**config.mk**
```make
export PLATFORM = sky130hd
export DESIGN_NAME = soc_ifc_boot_top
export DESIGN_NICKNAME = d
export VERILOG_FILES = /design/src/soc_ifc_pkg.sv /design/src/soc_ifc_cmd_fifo.sv /design/src/soc_ifc_boot_regs.sv /design/src/soc_ifc_boot_fsm.sv /design/src/soc_ifc_boot_top.sv
export SDC_FILE = /design/constraint.sdc
export NUM_CORES = 1
export LEC_CHECK = 0
export ABC_CLOCK_PERIOD_IN_PS = 3000
export BUFFER_PORTS_ARGS = -buffer_cell sky130_fd_sc_hd__buf_4
export CELL_PAD_IN_SITES_DETAIL_PLACEMENT = 0
export CELL_PAD_IN_SITES_GLOBAL_PLACEMENT = 1
export CORE_MARGIN = 5
export CORE_UTILIZATION = 47
export CTS_BUF_LIST = sky130_fd_sc_hd__clkbuf_4
export DETAILED_ROUTE_END_ITERATION = 8
export PLACE_DENSITY_LB_ADDON = 0.1
export SYNTH_ARGS = -nofsm -noshare
export SYNTH_HDL_FRONTEND = slang
export SYNTH_HIERARCHICAL = 1
export SYNTH_SLANG_ARGS = --single-unit
export TNS_END_PERCENT = 5
```
**constraint.sdc**
```tcl
create_clock -name clk -period 3 [get_ports clk]
set_clock_uncertainty 0.1 [all_clocks]
set_input_delay 0.3 -clock clk [delete_from_list [all_inputs] [get_ports clk]]
set_output_delay 0.3 -clock clk [all_outputs]
set_load 0.02 [all_outputs]
```
**src/soc_ifc_pkg.sv**
```systemverilog
`default_nettype none

package soc_ifc_pkg;

    // fuse bank geometry
    localparam int FUSE_WORDS  = 16;
    localparam int FUSE_WORD_W = 32;
    // addr field indexes one fuse word
    localparam int FUSE_ADDR_W = $clog2(FUSE_WORDS);

    // boot sequencing states, shown on the top for observation
    typedef enum logic [2:0] {
        BOOT_IDLE   = 3'd0,
        BOOT_FUSE   = 3'd1,
        BOOT_FW_RST = 3'd2,
        BOOT_WAIT   = 3'd3,
        BOOT_DONE   = 3'd4
    } boot_fsm_state_e;

    // soc command opcodes
    typedef enum logic [1:0] {
        // write one fuse word
        CMD_FUSE_WR    = 2'd0,
        // fuse phase finished, lock the bank
        CMD_FUSE_DONE  = 2'd1,
        // load the update reset wait count from data[7:0]
        CMD_SET_WAIT   = 2'd2,
        // start a firmware update reset of the core
        CMD_FW_UPD_RST = 2'd3
    } boot_cmd_op_e;

    // one soc command, 38 bits
    typedef struct packed {
        boot_cmd_op_e           op;
        logic [FUSE_ADDR_W-1:0] addr;
        logic [FUSE_WORD_W-1:0] data;
    } boot_cmd_t;

    // whole fuse bank, word 0 in the low bits
    typedef logic [FUSE_WORDS-1:0][FUSE_WORD_W-1:0] fuse_bank_t;

endpackage

`default_nettype wire

```
**src/soc_ifc_cmd_fifo.sv**
```systemverilog
`default_nettype none

module soc_ifc_cmd_fifo #(
    parameter int DEPTH = 4
) (
    input  logic                   clk,
    input  logic                   cptra_rst_b,
    input  logic                   wr_valid,
    input  soc_ifc_pkg::boot_cmd_t wr_cmd,
    output logic                   pop_valid,
    output soc_ifc_pkg::boot_cmd_t pop_cmd,
    output logic                   credit
);

    import soc_ifc_pkg::*;

    // pointer and occupancy widths
    localparam int PTR_W = (DEPTH > 1) ? $clog2(DEPTH) : 1;
    localparam int CNT_W = $clog2(DEPTH + 1);
    localparam logic [PTR_W-1:0] LAST_IDX = PTR_W'(DEPTH - 1);

    // command storage, payload only
    boot_cmd_t mem [DEPTH];

    logic [PTR_W-1:0] wr_ptr;
    logic [PTR_W-1:0] rd_ptr;
    logic [CNT_W-1:0] count;

    // circular increment, depth need not be a power of two
    function automatic logic [PTR_W-1:0] next_ptr(input logic [PTR_W-1:0] ptr);
        logic [PTR_W-1:0] nxt;
        nxt = (ptr == LAST_IDX) ? '0 : ptr + 1'b1;
        return nxt;
    endfunction

    // head is handed to the decoder whenever anything is stored
    // decoder always takes it, so non-empty means pop
    assign pop_valid = (count != '0);
    assign pop_cmd   = mem[rd_ptr];

    // sender holds credits, so a write never lands on a full buffer
    always_ff @(posedge clk) begin
        if (wr_valid) begin
            mem[wr_ptr] <= wr_cmd;
        end
    end

    always_ff @(posedge clk or negedge cptra_rst_b) begin
        if (!cptra_rst_b) begin
            wr_ptr <= '0;
            rd_ptr <= '0;
            count  <= '0;
            credit <= 1'b0;
        end
        else begin
            if (wr_valid) begin
                wr_ptr <= next_ptr(wr_ptr);
            end
            if (pop_valid) begin
                rd_ptr <= next_ptr(rd_ptr);
            end
            // occupancy, simultaneous push and pop leaves it unchanged
            unique case ({wr_valid, pop_valid})
                2'b10:   count <= count + 1'b1;
                2'b01:   count <= count - 1'b1;
                default: count <= count;
            endcase
            // one credit back per popped entry, one cycle later
            credit <= pop_valid;
        end
    end

endmodule

`default_nettype wire

```
**src/soc_ifc_boot_regs.sv**
```systemverilog
`default_nettype none

module soc_ifc_boot_regs #(
    parameter logic [7:0] DEFAULT_WAIT_CYCLES = 8'd20
) (
    input  logic                    clk,
    input  logic                    cptra_rst_b,
    input  logic                    pop_valid,
    input  soc_ifc_pkg::boot_cmd_t  pop_cmd,
    input  logic                    ready_for_fuses,
    output soc_ifc_pkg::fuse_bank_t fuse_bank,
    output logic                    fuse_done,
    output logic                    fuse_err,
    output logic                    fw_update_rst,
    output logic [7:0]              fw_update_rst_wait_cycles
);

    import soc_ifc_pkg::*;

    // fuses are writable only while the fsm asks for them and before done
    logic fuse_window;

    // per-opcode strobes for the popped command
    logic is_fuse_wr;
    logic is_fuse_done;
    logic is_set_wait;
    logic is_fw_upd_rst;

    // accepted and rejected fuse accesses
    logic fuse_wr_ok;
    logic fuse_done_ok;
    logic fuse_access_bad;

    assign fuse_window = ready_for_fuses && !fuse_done;

    // opcode decode, all gated by the fifo valid
    always_comb begin
        is_fuse_wr    = 1'b0;
        is_fuse_done  = 1'b0;
        is_set_wait   = 1'b0;
        is_fw_upd_rst = 1'b0;
        if (pop_valid) begin
            unique case (pop_cmd.op)
                CMD_FUSE_WR:    is_fuse_wr    = 1'b1;
                CMD_FUSE_DONE:  is_fuse_done  = 1'b1;
                CMD_SET_WAIT:   is_set_wait   = 1'b1;
                CMD_FW_UPD_RST: is_fw_upd_rst = 1'b1;
                default:        is_fuse_wr    = 1'b0;
            endcase
        end
    end

    assign fuse_wr_ok   = is_fuse_wr && fuse_window;
    assign fuse_done_ok = is_fuse_done && fuse_window;
    // fuse write or done outside the fuse phase is dropped and flagged
    assign fuse_access_bad = (is_fuse_wr || is_fuse_done) && !fuse_window;

    // fuse storage, cleared on reset so the bank reads zero before boot
    always_ff @(posedge clk or negedge cptra_rst_b) begin
        if (!cptra_rst_b) begin
            fuse_bank <= '0;
        end
        else if (fuse_wr_ok) begin
            fuse_bank[pop_cmd.addr] <= pop_cmd.data;
        end
    end

    // control flags
    always_ff @(posedge clk or negedge cptra_rst_b) begin
        if (!cptra_rst_b) begin
            fuse_done     <= 1'b0;
            fuse_err      <= 1'b0;
            fw_update_rst <= 1'b0;
        end
        else begin
            // fuse done is sticky, it locks the bank until the next reset
            if (fuse_done_ok) begin
                fuse_done <= 1'b1;
            end
            // sticky error
            if (fuse_access_bad) begin
                fuse_err <= 1'b1;
            end
            // single cycle request, fsm acts on it only in BOOT_DONE
            fw_update_rst <= is_fw_upd_rst;
        end
    end

    // update reset wait count, low byte of data
    always_ff @(posedge clk or negedge cptra_rst_b) begin
        if (!cptra_rst_b) begin
            fw_update_rst_wait_cycles <= DEFAULT_WAIT_CYCLES;
        end
        else if (is_set_wait) begin
            fw_update_rst_wait_cycles <= pop_cmd.data[7:0];
        end
    end

endmodule

`default_nettype wire

```
**src/soc_ifc_boot_fsm.sv**
```systemverilog
`default_nettype none

module soc_ifc_boot_fsm (
    input  logic                          clk,
    input  logic                          cptra_pwrgood,
    input  logic                          cptra_rst_b,
    input  logic                          fw_update_rst,
    input  logic [7:0]                    fw_update_rst_wait_cycles,
    input  logic                          fuse_done,
    output logic                          ready_for_fuses,
    output logic                          cptra_noncore_rst_b,
    output logic                          cptra_uc_rst_b,
    output logic                          iccm_unlock,
    output soc_ifc_pkg::boot_fsm_state_e  boot_state
);

    import soc_ifc_pkg::*;

    boot_fsm_state_e state_q;
    boot_fsm_state_e state_d;

    // state transition arcs
    logic arc_idle_fuse;
    logic arc_fuse_done;
    logic arc_done_fwrst;
    logic arc_wait_done;

    // per-state controls
    logic release_en;
    logic uc_hold;
    logic iccm_unlock_d;
    logic wait_count_decr;

    // reset release pipeline
    logic noncore_stage;
    logic uc_stage;

    // update reset timer
    logic [7:0] wait_count;

    // power good from the soc starts the fuse phase
    assign arc_idle_fuse  = cptra_pwrgood;
    // decoder saw fuse done inside the fuse window
    assign arc_fuse_done  = fuse_done;
    // firmware update request, only honoured from BOOT_DONE
    assign arc_done_fwrst = fw_update_rst;
    // timer expired
    assign arc_wait_done  = (wait_count == '0);

    always_comb begin
        state_d         = state_q;
        ready_for_fuses = 1'b0;
        release_en      = 1'b0;
        uc_hold         = 1'b0;
        iccm_unlock_d   = 1'b0;
        wait_count_decr = 1'b0;
        unique case (state_q)
            BOOT_IDLE: begin
                if (arc_idle_fuse) begin
                    state_d = BOOT_FUSE;
                end
            end
            BOOT_FUSE: begin
                // soc may write fuses for every cycle here
                ready_for_fuses = 1'b1;
                if (arc_fuse_done) begin
                    state_d = BOOT_DONE;
                end
            end
            BOOT_FW_RST: begin
                // single cycle, core held and iccm opened for the new image
                uc_hold         = 1'b1;
                iccm_unlock_d   = 1'b1;
                wait_count_decr = 1'b1;
                state_d         = BOOT_WAIT;
            end
            BOOT_WAIT: begin
                uc_hold         = 1'b1;
                wait_count_decr = 1'b1;
                if (arc_wait_done) begin
                    state_d = BOOT_DONE;
                end
            end
            BOOT_DONE: begin
                // let both resets go
                release_en = 1'b1;
                if (arc_done_fwrst) begin
                    state_d = BOOT_FW_RST;
                end
            end
            default: begin
                state_d = BOOT_IDLE;
            end
        endcase
    end

    always_ff @(posedge clk or negedge cptra_rst_b) begin
        if (!cptra_rst_b) begin
            state_q             <= BOOT_IDLE;
            noncore_stage       <= 1'b0;
            uc_stage            <= 1'b0;
            cptra_noncore_rst_b <= 1'b0;
            cptra_uc_rst_b      <= 1'b0;
            iccm_unlock         <= 1'b0;
        end
        else begin
            state_q <= state_d;
            // non-core release is sticky once boot is done
            if (release_en) begin
                noncore_stage <= 1'b1;
            end
            cptra_noncore_rst_b <= noncore_stage;
            // core follows non-core, and drops right away on an update hold
            uc_stage       <= release_en;
            cptra_uc_rst_b <= noncore_stage && uc_stage && !uc_hold;
            iccm_unlock    <= iccm_unlock_d;
        end
    end

    // timer tracks the programmed value while idle
    // it counts down only during the update sequence and stops at zero
    always_ff @(posedge clk or negedge cptra_rst_b) begin
        if (!cptra_rst_b) begin
            wait_count <= '0;
        end
        else if (wait_count_decr) begin
            if (wait_count != '0) begin
                wait_count <= wait_count - 1'b1;
            end
        end
        else begin
            wait_count <= fw_update_rst_wait_cycles;
        end
    end

    assign boot_state = state_q;

endmodule

`default_nettype wire

```
**src/soc_ifc_boot_top.sv**
```systemverilog
`default_nettype none

module soc_ifc_boot_top #(
    parameter int         CMD_FIFO_DEPTH      = 4,
    parameter logic [7:0] DEFAULT_WAIT_CYCLES = 8'd20
) (
    input  logic                          clk,
    input  logic                          cptra_rst_b,
    input  logic                          cptra_pwrgood,
    input  logic                          cmd_valid,
    input  soc_ifc_pkg::boot_cmd_t        cmd,
    output logic                          cmd_credit,
    output logic                          ready_for_fuses,
    output logic                          cptra_noncore_rst_b,
    output logic                          cptra_uc_rst_b,
    output logic                          iccm_unlock,
    output soc_ifc_pkg::fuse_bank_t       fuse_bank,
    output logic                          fuse_err,
    output soc_ifc_pkg::boot_fsm_state_e  boot_state
);

    import soc_ifc_pkg::*;

    // fifo head towards the decoder
    logic      pop_valid;
    boot_cmd_t pop_cmd;

    // decoder to fsm
    logic       fuse_done;
    logic       fw_update_rst;
    logic [7:0] fw_update_rst_wait_cycles;

    // credit-flow command buffer
    soc_ifc_cmd_fifo #(
        .DEPTH (CMD_FIFO_DEPTH)
    ) soc_ifc_cmd_fifo_inst (
        .clk         (clk),
        .cptra_rst_b (cptra_rst_b),
        .wr_valid    (cmd_valid),
        .wr_cmd      (cmd),
        .pop_valid   (pop_valid),
        .pop_cmd     (pop_cmd),
        .credit      (cmd_credit)
    );

    // command decode and fuse storage
    soc_ifc_boot_regs #(
        .DEFAULT_WAIT_CYCLES (DEFAULT_WAIT_CYCLES)
    ) soc_ifc_boot_regs_inst (
        .clk                       (clk),
        .cptra_rst_b               (cptra_rst_b),
        .pop_valid                 (pop_valid),
        .pop_cmd                   (pop_cmd),
        .ready_for_fuses           (ready_for_fuses),
        .fuse_bank                 (fuse_bank),
        .fuse_done                 (fuse_done),
        .fuse_err                  (fuse_err),
        .fw_update_rst             (fw_update_rst),
        .fw_update_rst_wait_cycles (fw_update_rst_wait_cycles)
    );

    // boot sequencing and reset generation
    soc_ifc_boot_fsm soc_ifc_boot_fsm_inst (
        .clk                       (clk),
        .cptra_pwrgood             (cptra_pwrgood),
        .cptra_rst_b               (cptra_rst_b),
        .fw_update_rst             (fw_update_rst),
        .fw_update_rst_wait_cycles (fw_update_rst_wait_cycles),
        .fuse_done                 (fuse_done),
        .ready_for_fuses           (ready_for_fuses),
        .cptra_noncore_rst_b       (cptra_noncore_rst_b),
        .cptra_uc_rst_b            (cptra_uc_rst_b),
        .iccm_unlock               (iccm_unlock),
        .boot_state                (boot_state)
    );

endmodule

`default_nettype wire

```
### Word-level counts from Yosys, hierarchy flattened

Memories as Yosys holds them, arrays and structs flattened.
Cells that the tools add are included.

| word-level totals | value |
|---|---|
| memory bits (writable) | 152 |
| memories | 1 |
| word-level logic and storage cells | 101 |
| flip-flop bits (word level) | 547 |
| output and inout port bits | 521 |

| operators by class | value |
|---|---|
| equality and inequality tests | 16 |
| reduce and logical (&&, ||, !) cells | 19 |
| $lt $le $gt $ge | 2 |
| add/sub/neg operators | 5 |
| multiplexer cells | 27 |

Memories:

| name | words | bits a word | rd ports | clocked after memory_dff | write ports | line | RTL |
|---|---|---|---|---|---|---|---|
| soc_ifc_cmd_fifo_inst.mem | 4 | 38 | 1 | 0 | 1 | soc_ifc_cmd_fifo.sv:23 | `boot_cmd_t mem [DEPTH];` |

Operators by type and width:

| kind | number |
|---|---|
| 512-bit bitwise mux | 1 |
| 32-bit demux with 4-bit select | 1 |
| 32-bit two-way mux | 1 |
| 8-bit two-way mux | 2 |
| 3-bit case mux with 5 select lines | 1 |
| 1-bit two-way mux | 14 |
| 3-bit two-way mux | 4 |
| 2-bit == test, second input constant | 5 |
| 8-bit zero test | 1 |
| 2-bit != test, second input constant | 4 |
| 8-bit nonzero test | 1 |
| 8-bit by 1-bit subtractor with 8-bit output, second input constant | 1 |
| 1-bit logical AND | 7 |
| 3-bit by 2-bit == test with 1-bit output, second input constant | 2 |
| 3-bit case mux with 2 select lines | 1 |
| 4-bit by 5-bit less-than comparator with 1-bit output, second input constant | 1 |
| 2-bit by 1-bit adder with 2-bit output, second input constant | 2 |
| 2-bit by 1-bit == test with 1-bit output, second input constant | 2 |
| 4-bit by 1-bit greater-or-equal comparator with 1-bit output, second input constant | 1 |
| 2-bit two-way mux | 2 |
| 4-bit AND reduction | 1 |
| 3-bit by 1-bit adder with 3-bit output, second input constant | 1 |
| 3-bit by 1-bit == test with 1-bit output, second input constant | 1 |
| 3-bit == test, second input constant | 1 |
| 9 further kinds | 11 |

### Logic depth before layout (Yosys ltp)

An unclocked memory read counts as a cell.

| depth | value |
|---|---|
| word-level depth | 6 |
| depth in mapped cells | 9 |
| depth with buffers taken out | 8 |

### Cells and area by module

The synthesis kept the hierarchy.

Modules (own cells, without submodules):

| module | area each (sq um) | times used | sequential area each (sq um) | cells each |
|---|---|---|---|---|
| soc_ifc_boot_regs | 19977.9 | 1 | 13090.1 | 1160 |
| soc_ifc_cmd_fifo | 5969.5 | 1 | 4764.6 | 238 |
| soc_ifc_boot_fsm | 793.3 | 1 | 400.4 | 80 |

### Least setup slack after synthesis

OpenSTA, ideal clock, no wires.

| timing path | value |
|---|---|
| path kind | reg-to-reg |
| start point | register soc_ifc_cmd_fifo_inst.rd_ptr[0] |
| end point | register soc_ifc_boot_regs_inst/fuse_bank[225] (netlist name) |
| arrival | 2.363 ns |
| slack | 0.412 ns |
| stages on the path, launching flop included | 9 |
| path buffers | 4 |
| setup time | 0.125 ns |
| cells stage by stage | dfrtp_1 > buf_6 > buf_12 > mux4_2 > and2b_1 > and4_1 > buf_2 > buf_2 > mux2_2 |

RTL lines:

| element | line | RTL |
|---|---|---|
| start, declared | soc_ifc_cmd_fifo.sv:26 | `logic [PTR_W-1:0] rd_ptr;` |
| start signal, assigned | soc_ifc_cmd_fifo.sv:60 | `rd_ptr <= next_ptr(rd_ptr);` |
| end signal, assigned by index | soc_ifc_boot_regs.sv:64 | `fuse_bank[pop_cmd.addr] <= pop_cmd.data;` |
| end, declared | soc_ifc_boot_regs.sv:11 | `output soc_ifc_pkg::fuse_bank_t fuse_bank,` |

==> impl_metrics.ini <==
[run_status]
outcome = finished, final reports clean

[power_and_ir_drop]
p_leak_nw = 17.9
powerDensity_nw_per_um2 = 953
finalPower_mw = 33.6
vdd_drop_max_mv = 0.546

[placed_design]
gp_congestion = 0.844
portBuffers = 562
dp_slack_ps = 128
hpwl_um = 55900

[synth]
yosysTopAreaCell = dfrtp_1
synth-seq-cells = 699
mappedNetlistNets = 1529
syn_area_per_cell_um2 = 18.1
syn-cell-area_um2 = 26700
seq_area_frac_synth_pct = 68.3
netlist.area_leader.share_pct = 51.0
ys_warn_count = 6
ys_types = 51
synthCells = 1478
synth.area.top_cells = dfrtp_1, mux2_2, edfxtp_1

[cts]
clock-sinks = 699
clock_path_buffers = 3
cts_tree = built
root_buffer = clkbuf_4
cts_buffers = 181
clk_pin_slew_ps = 60
clk_latency_ps = 990
htreeDepth = 4

[setup_path]
critPathCaptureType = register
required_ps = 3750
path_cells = buf_4, mux4_2, and2b_1, nand4_4, buf_12, mux2_2
critPathArrivalTime_ps = 3590
crit_path_max_fanout = 22
crit_type = register to register
start_kind = register
critPathSlowestCell = mux4_2
cpPeakStageDelay_ps = 560

[routing]
firstDrtPassIters = 5
routedWlPerCell_um = 25.3
routed_wl_um = 80500
drt_iter0_markers = 690
via_count = 16400
via_per_inst = 5.15
final_antenna_net_count = 0
route.detailed.drc = 0

[floorplanning]
die_w_um = 249
die-area_um2 = 61800
die_h_um = 249
coreArea_um2 = 56400
io_pins = 563
initial_core_util_pct = 47.4
placement_rows = 87

[cells_and_area]
area_growth_pct = 31.8
layout_commonest_cell = buf_4
layout_common_cells = buf_4, dfrtp_1, mux2_2, clkbuf_4, edfxtp_1
num-nets-final = 2331
drive_gt1_share_pct = 61.8
ff_latch_area_um2 = 18300
multi_input_area_um2 = 7740
fillers = 4380
fin_util_pct = 62.5

[timing]
finalSetupTns_ps = 0
finalHoldViolCount = 0
maxSlewViolCount = 0
period_minus_slack_ps = 2830
period_share_pct = 94.5
setup_viol = 0
rsz0062_at_grt = false
setup_ws_ps = 166
max_slew.worst_pin.slew_ps = 785
fmax_ghz = 0.353
max_slew_margin_pct = 47.2

[worst_hold_path]
hp-class = primary input to register

[global_route]
grt_pass1_vias = 17700
antenna_found_initial = 11
grt-ovfl-total = 0
grt_max_degree = 90
grt_pass1_wl_um = 121000
track_usage_pct = 26.0

[run]
cap_violations = 0
==> sequential cells by signal (all words and copies together), names as in the netlist <==
signal and count:
soc_ifc_boot_fsm_inst/noncore_stage 1, soc_ifc_boot_fsm_inst/cptra_noncore_rst_b 1, soc_ifc_boot_fsm_inst/cptra_uc_rst_b 1, soc_ifc_boot_fsm_inst/boot_state 3, soc_ifc_cmd_fifo_inst/credit 1, soc_ifc_boot_fsm_inst/wait_count 8
soc_ifc_boot_regs_inst/fuse_bank 512, soc_ifc_cmd_fifo_inst/wr_ptr 2, soc_ifc_boot_regs_inst/fw_update_rst_wait_cycles 8, soc_ifc_cmd_fifo_inst/mem 152, soc_ifc_boot_regs_inst/fuse_err 1, soc_ifc_boot_regs_inst/fw_update_rst 1
soc_ifc_cmd_fifo_inst/count 3, soc_ifc_cmd_fifo_inst/rd_ptr 2, soc_ifc_boot_fsm_inst/uc_stage 1, soc_ifc_boot_fsm_inst/iccm_unlock 1, soc_ifc_boot_regs_inst/fuse_done 1
==> area by class of cell <==
class / count / area share (%)
Timing Repair Buffer: 716 / 16.7
Antenna cell: 12 / 0.0852
Clock buffer: 289 / 6.16
Clock inverter: 28 / 0.476
Inverter: 12 / 0.128
Multi-Input combinational cell: 670 / 22.0
Sequential cell: 699 / 51.8
Tap cell: 756 / 2.68
==> cell families after synthesis <==
group	share of synthesized area (%)
mux	25.4
simple gates	2.26
buf+inv	2.83
fa+ha+maj	0.449
xor+xnor	0.164
flops	68.3
compound gates	0.594
==> cells in the mapped netlist (all sizes together) <==
library cell	count
dfrtp	545
mux2	521
edfxtp	152
buf	62
mux4	38
clkbuf	35
nand4	15
inv	12
nor2	9
ha	8
and2	7
nand2	6
nor2b	6
a31oi	4
and2b	4
nand2b	4
nor3b	4
o21ai	4
and3	3
and4	3
nor3	3
o31ai	3
or3	3
or4	3
xnor2	3
a211o	2
a21o	2
dfstp	2
o22ai	2
xor2	2
a2111oi	1
a21oi	1
a31o	1
fa	1
mux2i	1
nand3b	1
nor4	1
o211ai	1
o21a	1
o311ai	1
or2	1
==> critical path: cells and delay by family, from the launching register on <==
kind	cells	cell delay (ps)
flip-flops	1	420
AND/OR/NAND/NOR	2	790
buffers and inverters	2	530
multiplexers	2	850
==> path summary, 6_finish.rpt <==
kind,cells after the start,slack (ps),to,startpoint
max reg2reg,6,170,soc_ifc_boot_regs_inst/fuse_bank[426],soc_ifc_cmd_fifo_inst/rd_ptr[0]
max,6,170,soc_ifc_boot_regs_inst/fuse_bank[426],soc_ifc_cmd_fifo_inst/rd_ptr[0]
min,5,260,soc_ifc_cmd_fifo_inst/wr_ptr[0],cmd_valid
max in group asynchronous,5,1680,soc_ifc_boot_regs_inst/fuse_bank[81],cptra_rst_b
min reg2reg,0,290,soc_ifc_boot_fsm_inst/cptra_noncore_rst_b,soc_ifc_boot_fsm_inst/noncore_stage
min in group asynchronous,4,520,soc_ifc_boot_regs_inst/fuse_bank[321],cptra_rst_b
==> metal layers <==
| layer | GRT usage (%) | vias up | part of all wire (%) |
|---|---|---|---|
| li1 | - | 7156 | - |
| met1 | 34.4 | 8603 | 43 |
| met2 | 42.4 | 511 | 50 |
| met3 | 6.95 | 108 | 5.2 |
| met4 | 8.10 | 4 | 2.3 |
| met5 | 0 | - | 0.034 |
==> report_power, final <==
group | switching, mW | internal (mW) | leakage [nW]
Sequential | 1.34 | 12.0 | 8.90
Clock | 3.70 | 4.49 | 1.41
Combinational | 7.34 | 4.70 | 7.63
Total | 12.4 | 21.2 | 17.9
==> metrics by stage <==
step | cells | instance area (um^2) | hold WS, ps
floorplan | 1478 | 26700 | -95.6
global placement | 2769 | 32000 | 247
detailed placement | 2769 | 32000 | 250
CTS | 3169 | 35200 | 59.2
global route | 3181 | 35200 | 171
finish | 3182 | 35200 | 258
==> repair_timing <==
item                                   in CTS  in global routing
resized for setup                           0                  0
endpoints found under the hold margin     741                  0
setup buffers                               0                  1
hold buffers                               83                  0
setup endpoints to repair                   0                  4
No activity file was read; power rests on OpenSTA's default activity.
